File: src/verilog/csi2_config.svh
`ifndef CSI2_CONFIG_SVH
`define CSI2_CONFIG_SVH

//////////////////////////////
// Word FIFO
//////////////////////////////

// Number of entries, power of two
`define CSI2_FIFO_DEPTH 8

//////////////////////////////
// Header ECC
//////////////////////////////

// Syndrome does not point at a single data bit
`define CSI2_NO_POS 31

`endif

File: src/verilog/csi2_types_pkg.sv
package csi2_types_pkg;

// One byte from the lane
typedef logic [7 : 0]  csi2_byte_t;

// Packed word; for a header, 23..0 are data id and word count,
// 29..24 the ECC and 31..30 unused
typedef logic [31 : 0] csi2_word_t;

// Received ECC xor regenerated parity
typedef logic [5 : 0]  csi2_syndrome_t;

// Bit to flip in 23..0, or the no-correction marker
typedef logic [4 : 0]  csi2_bit_pos_t;

// Byte lane of the next byte, then a full word waiting for the FIFO
typedef enum logic [2 : 0] {
  PACK_BYTE0,
  PACK_BYTE1,
  PACK_BYTE2,
  PACK_BYTE3,
  PACK_HOLD
} csi2_pack_state_e;

endpackage

File: src/verilog/csi2_ecc_pkg.sv
`include "csi2_config.svh"

package csi2_ecc_pkg;

import csi2_types_pkg::*;

//////////////////////////////
// Parity masks over bits 23..0
//////////////////////////////

// Index k selects the data bits that feed parity bit k
parameter logic [5 : 0][23 : 0] CSI2_ECC_MASK = {
  24'hEFFC00,
  24'hDF03F0,
  24'hB8E38E,
  24'h749A6D,
  24'hF2555B,
  24'hF12CB7
};

// Position of the single data bit whose parity column equals the syndrome
function automatic csi2_bit_pos_t csi2_ecc_pos( csi2_syndrome_t syn );
  csi2_bit_pos_t  pos;
  csi2_syndrome_t col;
  pos = csi2_bit_pos_t'( `CSI2_NO_POS );
  col = '0;
  for( int i = 0; i < 24; i++ )
    begin
      for( int k = 0; k < 6; k++ )
        col[k] = CSI2_ECC_MASK[k][i];
      // Columns are all nonzero and distinct, so zero never matches
      if( col == syn )
        pos = csi2_bit_pos_t'( i );
    end
  return pos;
endfunction

endpackage

File: src/verilog/csi2_word_if.sv
`timescale 1ns/1ns

interface csi2_word_if
  import csi2_types_pkg::*;
();

logic       valid;
logic       ready;
csi2_word_t data;
logic       last;

modport src (
  output valid,
  output data,
  output last,
  input  ready
);

modport dst (
  input  valid,
  input  data,
  input  last,
  output ready
);

endinterface

File: src/verilog/csi2_byte_packer.sv
`timescale 1ns/1ns

module csi2_byte_packer
  import csi2_types_pkg::*;
(
  input                clk_i,
  input                srst_i,
  input                byte_valid_i,
  input  csi2_byte_t   byte_i,
  input                byte_last_i,
  output logic         byte_ready_o,
  csi2_word_if.src     word_if
);

csi2_pack_state_e state;
csi2_word_t       word_q;
logic             last_q;
logic             run_q;
logic             byte_acc;

// No bytes while a full word waits for the FIFO
assign byte_ready_o = run_q && ( state != PACK_HOLD );
assign byte_acc     = byte_valid_i && byte_ready_o;

assign word_if.valid = ( state == PACK_HOLD );
assign word_if.data  = word_q;
assign word_if.last  = last_q;

// Input opens one cycle after reset
always_ff @( posedge clk_i )
  if( srst_i )
    run_q <= 1'b0;
  else
    run_q <= 1'b1;

always_ff @( posedge clk_i )
  if( srst_i )
    state <= PACK_BYTE0;
  else
    case( state )
      PACK_BYTE0:
        if( byte_acc )
          state <= PACK_BYTE1;
      PACK_BYTE1:
        if( byte_acc )
          state <= PACK_BYTE2;
      PACK_BYTE2:
        if( byte_acc )
          state <= PACK_BYTE3;
      PACK_BYTE3:
        if( byte_acc )
          state <= PACK_HOLD;
      PACK_HOLD:
        if( word_if.ready )
          state <= PACK_BYTE0;
      default:
        state <= PACK_BYTE0;
    endcase

// Little-endian, first byte lands in 7..0
always_ff @( posedge clk_i )
  if( byte_acc )
    case( state )
      PACK_BYTE0: word_q[7 : 0]   <= byte_i;
      PACK_BYTE1: word_q[15 : 8]  <= byte_i;
      PACK_BYTE2: word_q[23 : 16] <= byte_i;
      PACK_BYTE3:
        begin
          word_q[31 : 24] <= byte_i;
          last_q          <= byte_last_i;
        end
      default: ;
    endcase

// Packets are whole words
a_last_on_byte3: assert property ( @( posedge clk_i ) disable iff ( srst_i )
  byte_acc && byte_last_i |-> state == PACK_BYTE3 );

endmodule

File: src/verilog/csi2_word_fifo.sv
`timescale 1ns/1ns

`include "csi2_config.svh"

module csi2_word_fifo
  import csi2_types_pkg::*;
(
  input            clk_i,
  input            srst_i,
  csi2_word_if.dst in_if,
  csi2_word_if.src out_if
);

localparam int DEPTH  = `CSI2_FIFO_DEPTH;
localparam int ADDR_W = $clog2( DEPTH );

csi2_word_t        mem_data [DEPTH];
logic              mem_last [DEPTH];
logic [ADDR_W : 0] wr_ptr;
logic [ADDR_W : 0] rd_ptr;
logic [ADDR_W : 0] level;
logic              full;
logic              empty;
logic              wr_en;
logic              rd_en;

// Extra pointer bit tells full from empty
assign level = wr_ptr - rd_ptr;
assign full  = ( wr_ptr[ADDR_W] != rd_ptr[ADDR_W] ) &&
               ( wr_ptr[ADDR_W - 1 : 0] == rd_ptr[ADDR_W - 1 : 0] );
assign empty = ( wr_ptr == rd_ptr );

assign in_if.ready = !full;
assign wr_en       = in_if.valid && !full;

// Show-ahead, head entry is always on the output
assign out_if.valid = !empty;
assign out_if.data  = mem_data[rd_ptr[ADDR_W - 1 : 0]];
assign out_if.last  = mem_last[rd_ptr[ADDR_W - 1 : 0]];
assign rd_en        = out_if.ready && !empty;

always_ff @( posedge clk_i )
  if( wr_en )
    begin
      mem_data[wr_ptr[ADDR_W - 1 : 0]] <= in_if.data;
      mem_last[wr_ptr[ADDR_W - 1 : 0]] <= in_if.last;
    end

always_ff @( posedge clk_i )
  if( srst_i )
    wr_ptr <= '0;
  else
    if( wr_en )
      wr_ptr <= wr_ptr + 1'b1;

always_ff @( posedge clk_i )
  if( srst_i )
    rd_ptr <= '0;
  else
    if( rd_en )
      rd_ptr <= rd_ptr + 1'b1;

// Overflow or underflow would push the level out of range
a_level: assert property ( @( posedge clk_i ) disable iff ( srst_i )
  level <= ( ADDR_W + 1 )'( DEPTH ) );

// A stalled head entry stays put until it is taken
a_head_stable: assert property ( @( posedge clk_i ) disable iff ( srst_i )
  out_if.valid && !out_if.ready |=>
    out_if.valid && $stable( out_if.data ) && $stable( out_if.last ) );

endmodule

File: src/verilog/csi2_syndrome_rom.sv
`timescale 1ns/1ns

module csi2_syndrome_rom
  import csi2_types_pkg::*;
  import csi2_ecc_pkg::*;
(
  input                 clk_i,
  input csi2_syndrome_t addr_i,
  output csi2_bit_pos_t pos_o
);

typedef csi2_bit_pos_t [63 : 0] rom_table_t;

function automatic rom_table_t build_table();
  rom_table_t tbl;
  for( int a = 0; a < 64; a++ )
    tbl[a] = csi2_ecc_pos( csi2_syndrome_t'( a ) );
  return tbl;
endfunction

// Table is fixed at elaboration
localparam rom_table_t ROM_TABLE = build_table();

always_ff @( posedge clk_i )
  pos_o <= ROM_TABLE[addr_i];

endmodule

File: src/verilog/csi2_header_dec.sv
`timescale 1ns/1ns

`include "csi2_config.svh"

module csi2_header_dec
  import csi2_types_pkg::*;
  import csi2_ecc_pkg::*;
(
  input                    clk_i,
  input                    srst_i,
  csi2_word_if.dst         word_if,
  output logic             out_valid_o,
  input                    out_ready_i,
  output csi2_word_t       out_word_o,
  output logic             out_last_o,
  output logic             out_hdr_o,
  output logic             hdr_error_o,
  output logic             hdr_corrected_o
);

localparam csi2_bit_pos_t NO_POS = csi2_bit_pos_t'( `CSI2_NO_POS );

logic           advance;
logic           pop;
logic           sop_q;
csi2_syndrome_t in_parity;
csi2_syndrome_t in_syn;
csi2_syndrome_t rom_addr;
csi2_bit_pos_t  rom_pos;

logic           s1_valid;
csi2_word_t     s1_word;
logic           s1_last;
logic           s1_hdr;
csi2_syndrome_t s1_syn;

logic           s1_err;
logic           fix_en;
csi2_word_t     fix_word;

// Pipeline moves when the output stage is free or being taken
assign advance       = !out_valid_o || out_ready_i;
assign word_if.ready = advance;
assign pop           = word_if.valid && advance;

//////////////////////////////
// Syndrome
//////////////////////////////

always_comb
  for( int k = 0; k < 6; k++ )
    in_parity[k] = ^( word_if.data[23 : 0] & CSI2_ECC_MASK[k] );

assign in_syn = in_parity ^ word_if.data[29 : 24];

// On a stall the ROM keeps looking up the held stage-1 syndrome
assign rom_addr = advance ? in_syn : s1_syn;

csi2_syndrome_rom i_syndrome_rom (
  .clk_i  ( clk_i    ),
  .addr_i ( rom_addr ),
  .pos_o  ( rom_pos  )
);

// Next word opens a packet
always_ff @( posedge clk_i )
  if( srst_i )
    sop_q <= 1'b1;
  else
    if( pop )
      sop_q <= word_if.last;

//////////////////////////////
// Stage 1
//////////////////////////////

always_ff @( posedge clk_i )
  if( srst_i )
    s1_valid <= 1'b0;
  else
    if( advance )
      s1_valid <= word_if.valid;

always_ff @( posedge clk_i )
  if( pop )
    begin
      s1_word <= word_if.data;
      s1_last <= word_if.last;
      s1_hdr  <= sop_q;
      s1_syn  <= in_syn;
    end

//////////////////////////////
// Stage 2
//////////////////////////////

always_comb
  begin
    s1_err   = s1_valid && s1_hdr && ( s1_syn != '0 );
    fix_en   = s1_err && ( rom_pos != NO_POS );
    fix_word = s1_word;
    // ROM only gives 0..23 besides the marker
    if( fix_en )
      fix_word[rom_pos] = ~s1_word[rom_pos];
  end

always_ff @( posedge clk_i )
  if( srst_i )
    begin
      out_valid_o     <= 1'b0;
      out_hdr_o       <= 1'b0;
      hdr_error_o     <= 1'b0;
      hdr_corrected_o <= 1'b0;
    end
  else
    if( advance )
      begin
        out_valid_o     <= s1_valid;
        out_hdr_o       <= s1_valid && s1_hdr;
        hdr_error_o     <= s1_err;
        hdr_corrected_o <= fix_en;
      end

always_ff @( posedge clk_i )
  if( advance && s1_valid )
    begin
      out_word_o <= fix_word;
      out_last_o <= s1_last;
    end

a_corr_is_hdr_err: assert property ( @( posedge clk_i ) disable iff ( srst_i )
  out_valid_o && hdr_corrected_o |-> hdr_error_o && out_hdr_o );

endmodule

File: src/verilog/csi2_header_rx.sv
`timescale 1ns/1ns

module csi2_header_rx
  import csi2_types_pkg::*;
(
  input                clk_i,
  input                srst_i,

  // Lane bytes
  input                byte_valid_i,
  input  csi2_byte_t   byte_i,
  input                byte_last_i,
  output logic         byte_ready_o,

  // Words out, header checked
  output logic         word_valid_o,
  output csi2_word_t   word_o,
  output logic         word_last_o,
  output logic         hdr_o,
  output logic         hdr_error_o,
  output logic         hdr_corrected_o,
  input                word_ready_i
);

csi2_word_if pack_if ();
csi2_word_if fifo_if ();

csi2_byte_packer i_byte_packer (
  .clk_i        ( clk_i        ),
  .srst_i       ( srst_i       ),
  .byte_valid_i ( byte_valid_i ),
  .byte_i       ( byte_i       ),
  .byte_last_i  ( byte_last_i  ),
  .byte_ready_o ( byte_ready_o ),
  .word_if      ( pack_if      )
);

csi2_word_fifo i_word_fifo (
  .clk_i  ( clk_i   ),
  .srst_i ( srst_i  ),
  .in_if  ( pack_if ),
  .out_if ( fifo_if )
);

csi2_header_dec i_header_dec (
  .clk_i           ( clk_i           ),
  .srst_i          ( srst_i          ),
  .word_if         ( fifo_if         ),
  .out_valid_o     ( word_valid_o    ),
  .out_ready_i     ( word_ready_i    ),
  .out_word_o      ( word_o          ),
  .out_last_o      ( word_last_o     ),
  .out_hdr_o       ( hdr_o           ),
  .hdr_error_o     ( hdr_error_o     ),
  .hdr_corrected_o ( hdr_corrected_o )
);

endmodule

File: config.mk
export PLATFORM = sky130hd
export DESIGN_NAME = csi2_header_rx
export DESIGN_NICKNAME = d
export VERILOG_FILES = /design/src/verilog/csi2_types_pkg.sv /design/src/verilog/csi2_ecc_pkg.sv /design/src/verilog/csi2_word_if.sv /design/src/verilog/csi2_byte_packer.sv /design/src/verilog/csi2_word_fifo.sv /design/src/verilog/csi2_syndrome_rom.sv /design/src/verilog/csi2_header_dec.sv /design/src/verilog/csi2_header_rx.sv
export VERILOG_INCLUDE_DIRS = /design/src /design/src/verilog
export SDC_FILE = /design/constraint.sdc
export NUM_CORES = 1
export LEC_CHECK = 0
export BUFFER_PORTS_ARGS = -buffer_cell sky130_fd_sc_hd__buf_4
export CAP_MARGIN = 0
export CORE_ASPECT_RATIO = 1.5
export CORE_MARGIN = 1.5
export CORE_UTILIZATION = 60
export DETAILED_ROUTE_END_ITERATION = 10
export PLACE_DENSITY_LB_ADDON = 0.15
export SLEW_MARGIN = 20
export SYNTH_ARGS = -nofsm -noshare
export SYNTH_HDL_FRONTEND = slang
export SYNTH_SLANG_ARGS = --single-unit
File: constraint.sdc
create_clock -name clk_i -period 11.3 [get_ports clk_i]
set_clock_uncertainty 0.1 [all_clocks]
set_input_delay 2.26 -clock clk_i [delete_from_list [all_inputs] [get_ports clk_i]]
set_output_delay 2.26 -clock clk_i [all_outputs]
set_load 0.01 [all_outputs]
[Word-level counts from Yosys, hierarchy flattened]
Memory sizes are Yosys's and may differ from the RTL's. A register that Yosys moved wholly into a read port is not among the register bits.
Cells that the tools add are included.
Word-level totals
  bits in registers: 124
  memory bits (writable): 264
  ROM bits: 320
  input bits: 13
  word-level logic and storage cells: 91
  memories kept: 3
Memories
  (name not given): words 64, width 5, read ports 1, clocked after memory_dff 1, write ports 0, line csi2_syndrome_rom.sv:25  | pos_o <= ROM_TABLE[addr_i];
  i_word_fifo.mem_data: words 8, width 32, read ports 1, clocked after memory_dff 1, write ports 1, line csi2_word_fifo.sv:17  | csi2_word_t mem_data [DEPTH];
  i_word_fifo.mem_last: words 8, width 1, read ports 1, clocked after memory_dff 1, write ports 1, line csi2_word_fifo.sv:18  | logic mem_last [DEPTH];
Cells by class
  $add $sub $neg: 2
  order comparisons: 2
  eq/ne operators: 14
  mux-type cells: 20
  bitwise gates (word level): 2
  reduce and logical (&&, ||, !) cells: 27
Operator list (number)
  $reduce_xor A24 Y1: 6
  $bwmux W32: 1
  $mux W32: 1
  $mux W3: 9
  $pmux W3 S5: 1
  $logic_and A1 B1 Y1: 10
  $add A4 B1 Y4 const B: 2
  $ne A2 B1 Y1 const B: 4
  $reduce_and A2 Y1: 4
  $eq A3 B2 Y1 const B: 2
  $lt A5 B6 Y1 const B: 1
  $mux W6: 1
  $reduce_bool A6 Y1: 1
  $xor A6 B6 Y6: 1
  $bmux W1 S5: 1
  $demux W1 S5: 1
  $ge A5 B1 Y1 const B: 1
  $mux W1: 5
  $ne A5 B5 Y1 const B: 1
  $reduce_and A5 Y1: 1
  $eq A4 B4 Y1: 1
  $eq A3 B1 Y1 const B: 1
  $eq A3 B3 Y1: 1
  $eq A3 B3 Y1 const B: 1
  other kinds (7): 9

[Depth between registers and ports, before layout]
  word-level depth: 6
  gate-level depth with buffers: 19

[By module]
A second synthesis with hierarchy kept.
Second synthesis, totals
  cell total of the unflattened synthesis: 845
  area total of the unflattened synthesis: 16510.8 um^2
Modules (own cells, without submodules)
  csi2_word_fifo: times used 1, cells an instance 467, area an instance 10644.0 um^2, seq. area each 8147.8 um^2
  csi2_header_dec: times used 1, cells an instance 248, area an instance 4085.2 um^2, seq. area each 2312.2 um^2
  csi2_byte_packer: times used 1, cells an instance 56, area an instance 1201.2 um^2, seq. area each 1071.0 um^2
  csi2_syndrome_rom: times used 1, cells an instance 74, area an instance 580.6 um^2, seq. area each 100.1 um^2

[Worst setup path after synthesis]
No wires, ideal clock.
  kind: in2reg
  start: input port word_ready_i
  end: register i_header_dec.i_syndrome_rom.pos_o[2]
  setup time: 132 ps
  data arrival time: 4191 ps
  slack: 6877 ps
  stages: 11
  buffers on the path: 2
  cell sequence: nand2b_1 -> buf_4 -> nor2_1 -> or2_2 -> inv_1 -> ha_1 -> clkbuf_1 -> nand4b_1 -> and4_1 -> o21ai_0 -> o311ai_1
Between the ends
  word-level cells in the longest chain between the ends: 2
Ends and longest elaborated chain
  start, declared: line csi2_header_rx.sv:22  | input word_ready_i
  $logic_or A1 B1 Y1: line csi2_header_dec.sv:42  | assign advance = !out_valid_o || out_ready_i;
  $mux W6: line csi2_header_dec.sv:57  | assign rom_addr = advance ? in_syn : s1_syn;
  end, declared: line csi2_syndrome_rom.sv:9  | output csi2_bit_pos_t pos_o
Every way passes these cells.
A chain may end at the register's enable or synchronous reset.

==> results_dict.tcl <==
set metrics [dict create \
    status "finished clean" \
    rsz0062_at_grt "no" \
    slowest_delay_ns 0.76 \
    dp_hpwl_mm 21.73 \
    worstPathRequired_ns 11.59 \
    synthCells 932 \
    synth_ff_type "edfxtp_1" \
    cts_tree "built" \
    place_congestion 0.8852 \
    hold_depth 0 \
    route.detailed.drc 0 \
    p_leak_nw 6.115 \
    viasPerCell 5.967 \
    hold_path.class "reg -> reg" \
    io_buffers 50 \
    grt_pass1_vias 8734 \
    worst_r2r_path_depth 16 \
    fin_tns_setup_ns 0 \
    cts_resized 0 \
    fmax_mhz 177.4 \
    critPathCaptureType "flip-flop" \
    top_usage_layer "met2" \
    maxSlewHeadroom 0.2982 \
    fin_util 0.6729 \
    cp_max_fo 45 \
    drive_gt1_frac 0.2946 \
    cts_buffers 36 \
    report.power.total_w 0.004084 \
    first_pass_iters 4 \
    synth_fp_nets 951 \
    critical_path_class "reg -> reg" \
    grt_max_degree 58 \
    cp-start-kind "flip-flop" \
    hold_viol 0 \
    num_antenna_cells 0 \
    fillCellCount 1899 \
    grt_pass1_wl_mm 51.32 \
    arrival_ns 5.93 \
    critPathMostFrequentCell "xor2_1" \
    syn_to_final_growth_pct 10.82 \
    cts_hold_buf 0 \
    drt-initial-drc-count 491 \
    die_area_um2 30020 \
    clk_latency_ns 0.54 \
    setup_viol 0 \
    ys_seq_area_frac 0.6693 \
    crit_cells 16 \
    met2_usage 0.4294 \
    clock-root-buffer "clkbuf_16" \
    drt_wl_total_mm 33.62 \
    worst_hold_slack_ns 0.3255 \
    postCtsSetupRepairBufs 0 \
    crit_family "XOR/XNOR gates" \
    ir_drop_mv 0.1438 \
    power.density_nw_per_um2 212.0 \
    die_h_um 211.4 \
    grt_util_met3 0.02669 \
    floorplan.initialDensity 0.6072 \
    clk_pin_slew_ns 0.06 \
    crit_buf_inv 2 \
    multiInputGateArea_um2 5480 \
    slowest_stage "buf_4" \
    clkSinkCount 396 \
    met1_usage 0.2887 \
    r2r_setup_slack_ns 5.66 \
    clockBufferDepth 3 \
    cp_cell_sequence "buf_4, mux4_1, xor2_1, mux2i_4, xor2_2, xor3_1, xor2_1, nor2_1, or2_2, inv_1, ha_1, nand2_1, or3_1, and4_1, o21ai_0, o311ai_1" \
    synthDistinctLibCells 61 \
    final_max_slew_viol_count 0 \
    period_needed_ns 5.636 \
    dr_total_vias 8384 \
    htreeDepth 2 \
    tightest_slew_ns 1.049 \
    wl_per_cell_um 23.93 \
    syn_area_um2 17380 \
    drv_cap 0 \
    min_period_over_period 0.4988 \
    grtUsageTotal 0.2349 \
    die_width_um 142.0 \
    grt-ovfl-total 0 \
    synth_edf_count 370 \
    antenna_found_initial 0 \
    ant_nets 0 \
    io_pins 51 \
    row_count 76 \
    regArea_um2 11640 \
    yosysWarnings 0 \
    fp.coreArea_um2 28620 \
    ys_seq_elements 396 \
    syn_avg_cell_area_um2 18.65 \
    nets 1007 \
    synthArstFlopShare 0 \
]
worst paths after layout:
path                                        from                                      endpoint
setup / recovery                       flip-flop  i_header_dec.i_syndrome_rom.pos_o[2]$_DFF_P_
hold / removal    i_header_dec.s1_last$_DFFE_PP_             i_header_dec.out_last_o$_DFFE_PP_
setup reg to reg                       flip-flop  i_header_dec.i_syndrome_rom.pos_o[2]$_DFF_P_
hold reg to reg   i_header_dec.s1_last$_DFFE_PP_             i_header_dec.out_last_o$_DFFE_PP_
cells in the final DEF, fill, tap and decap left out, types with 10 or more instances in the layout:
cell type    n
a21oi_1     11
buf_4       64
clkbuf_16   38
dfxtp_1     23
edfxtp_1   370
inv_1       13
mux2_2      62
mux2i_1     22
mux4_2      87
nand2_1     26
nor2_1      44
nor2b_1     10
xnor2_1     73
xor2_1      22
power by group:
group | leakage [nW] | internal [W] | switching, W
registers | 3.54 | 0.00168 | 0.0000794
clock network | 0.550 | 0.000641 | 0.000516
logic | 2.02 | 0.000531 | 0.000635
total | 6.11 | 0.00285 | 0.00123
worst reg2reg max path: stages, from the launching register on:
cell,delay [ns]
dfxtp_4,0.75
buf_4,0.82
mux4_1,0.69
xor2_1,0.28
mux2i_4,0.15
xor2_2,0.23
xor3_1,0.45
xor2_1,0.23
nor2_1,0.05
or2_2,0.32
inv_1,0.09
ha_1,0.39
nand2_1,0.08
or3_1,0.41
and4_1,0.22
o21ai_0,0.16
o311ai_1,0.11
Yosys cell counts (6+ instances only):
library cell | n | area [um2]
edfxtp_1 | 370 | 11110
mux4_2 | 87 | 1959
xnor2_1 | 73 | 639.4
mux2_2 | 62 | 698.2
nor2_1 | 50 | 187.7
dfxtp_1 | 26 | 520.5
nand2_1 | 26 | 97.59
mux2i_1 | 22 | 220.2
xor2_1 | 22 | 192.7
clkbuf_1 | 15 | 56.30
buf_4 | 13 | 97.59
inv_1 | 13 | 48.80
a21oi_1 | 11 | 55.05
nor2b_1 | 10 | 62.56
nand3_1 | 9 | 45.04
xnor3_1 | 9 | 202.7
buf_2 | 7 | 35.03
buf_6 | 7 | 78.83
mux2i_4 | 7 | 157.7
ha_1 | 6 | 75.07
nand2b_1 | 6 | 37.54
o21ai_0 | 6 | 30.03
layer usage:
layer  vias to the layer above  routed length [um]
li1                       3777                   -
met1                      4328               13240
met4                         0                 999
met3                        59                1127
met2                       220               18260
met5                         -                   0
sequential cells by signal, summed over array words and instances (netlist names), 3 cells and up, named ones only:
signal,cells
i_byte_packer.word_if.data,32
i_header_dec.s1_syn,6
i_word_fifo.wr_ptr,4
i_header_dec.i_syndrome_rom.pos_o,5
i_word_fifo.rd_ptr,4
i_word_fifo.mem_data,256
i_word_fifo.mem_last,8
i_header_dec.out_word_o,32
i_byte_packer.state,3
i_header_dec.s1_word,32
stage by stage:
step | setup slack, ns | instances | cell area, um2
3_5_place_dp | 5.606 | 1340 | 18130
4_1_cts | 5.593 | 1405 | 19250
2_1_floorplan | 6.877 | 932 | 17380
5_1_grt | 5.277 | 1405 | 19260
3_3_place_gp | 5.702 | 1340 | 18130
6_report | 5.664 | 1405 | 19260
logic make-up after synthesis:
| logic type | Yosys count | share of synthesized area |
|---|---|---|
| flops | 396 | 0.6693 |
| mux | 187 | 0.1868 |
| simple gates | 135 | 0.03938 |
| xor+xnor | 110 | 0.06602 |
| buf+inv | 59 | 0.01973 |
| compound gates | 39 | 0.01454 |
| fa+ha+maj | 6 | 0.004320 |
area by class of cell:
class                           instances  area share
Sequential cell                       396      0.6045
Multi-Input combinational cell        477      0.2845
Clock buffer                           44     0.05054
Tap cell                              390     0.02534
Timing Repair Buffer                   64     0.02495
Clock inverter                         21    0.007601
Inverter                               13    0.002534
(Power assumes the default switching activity.)
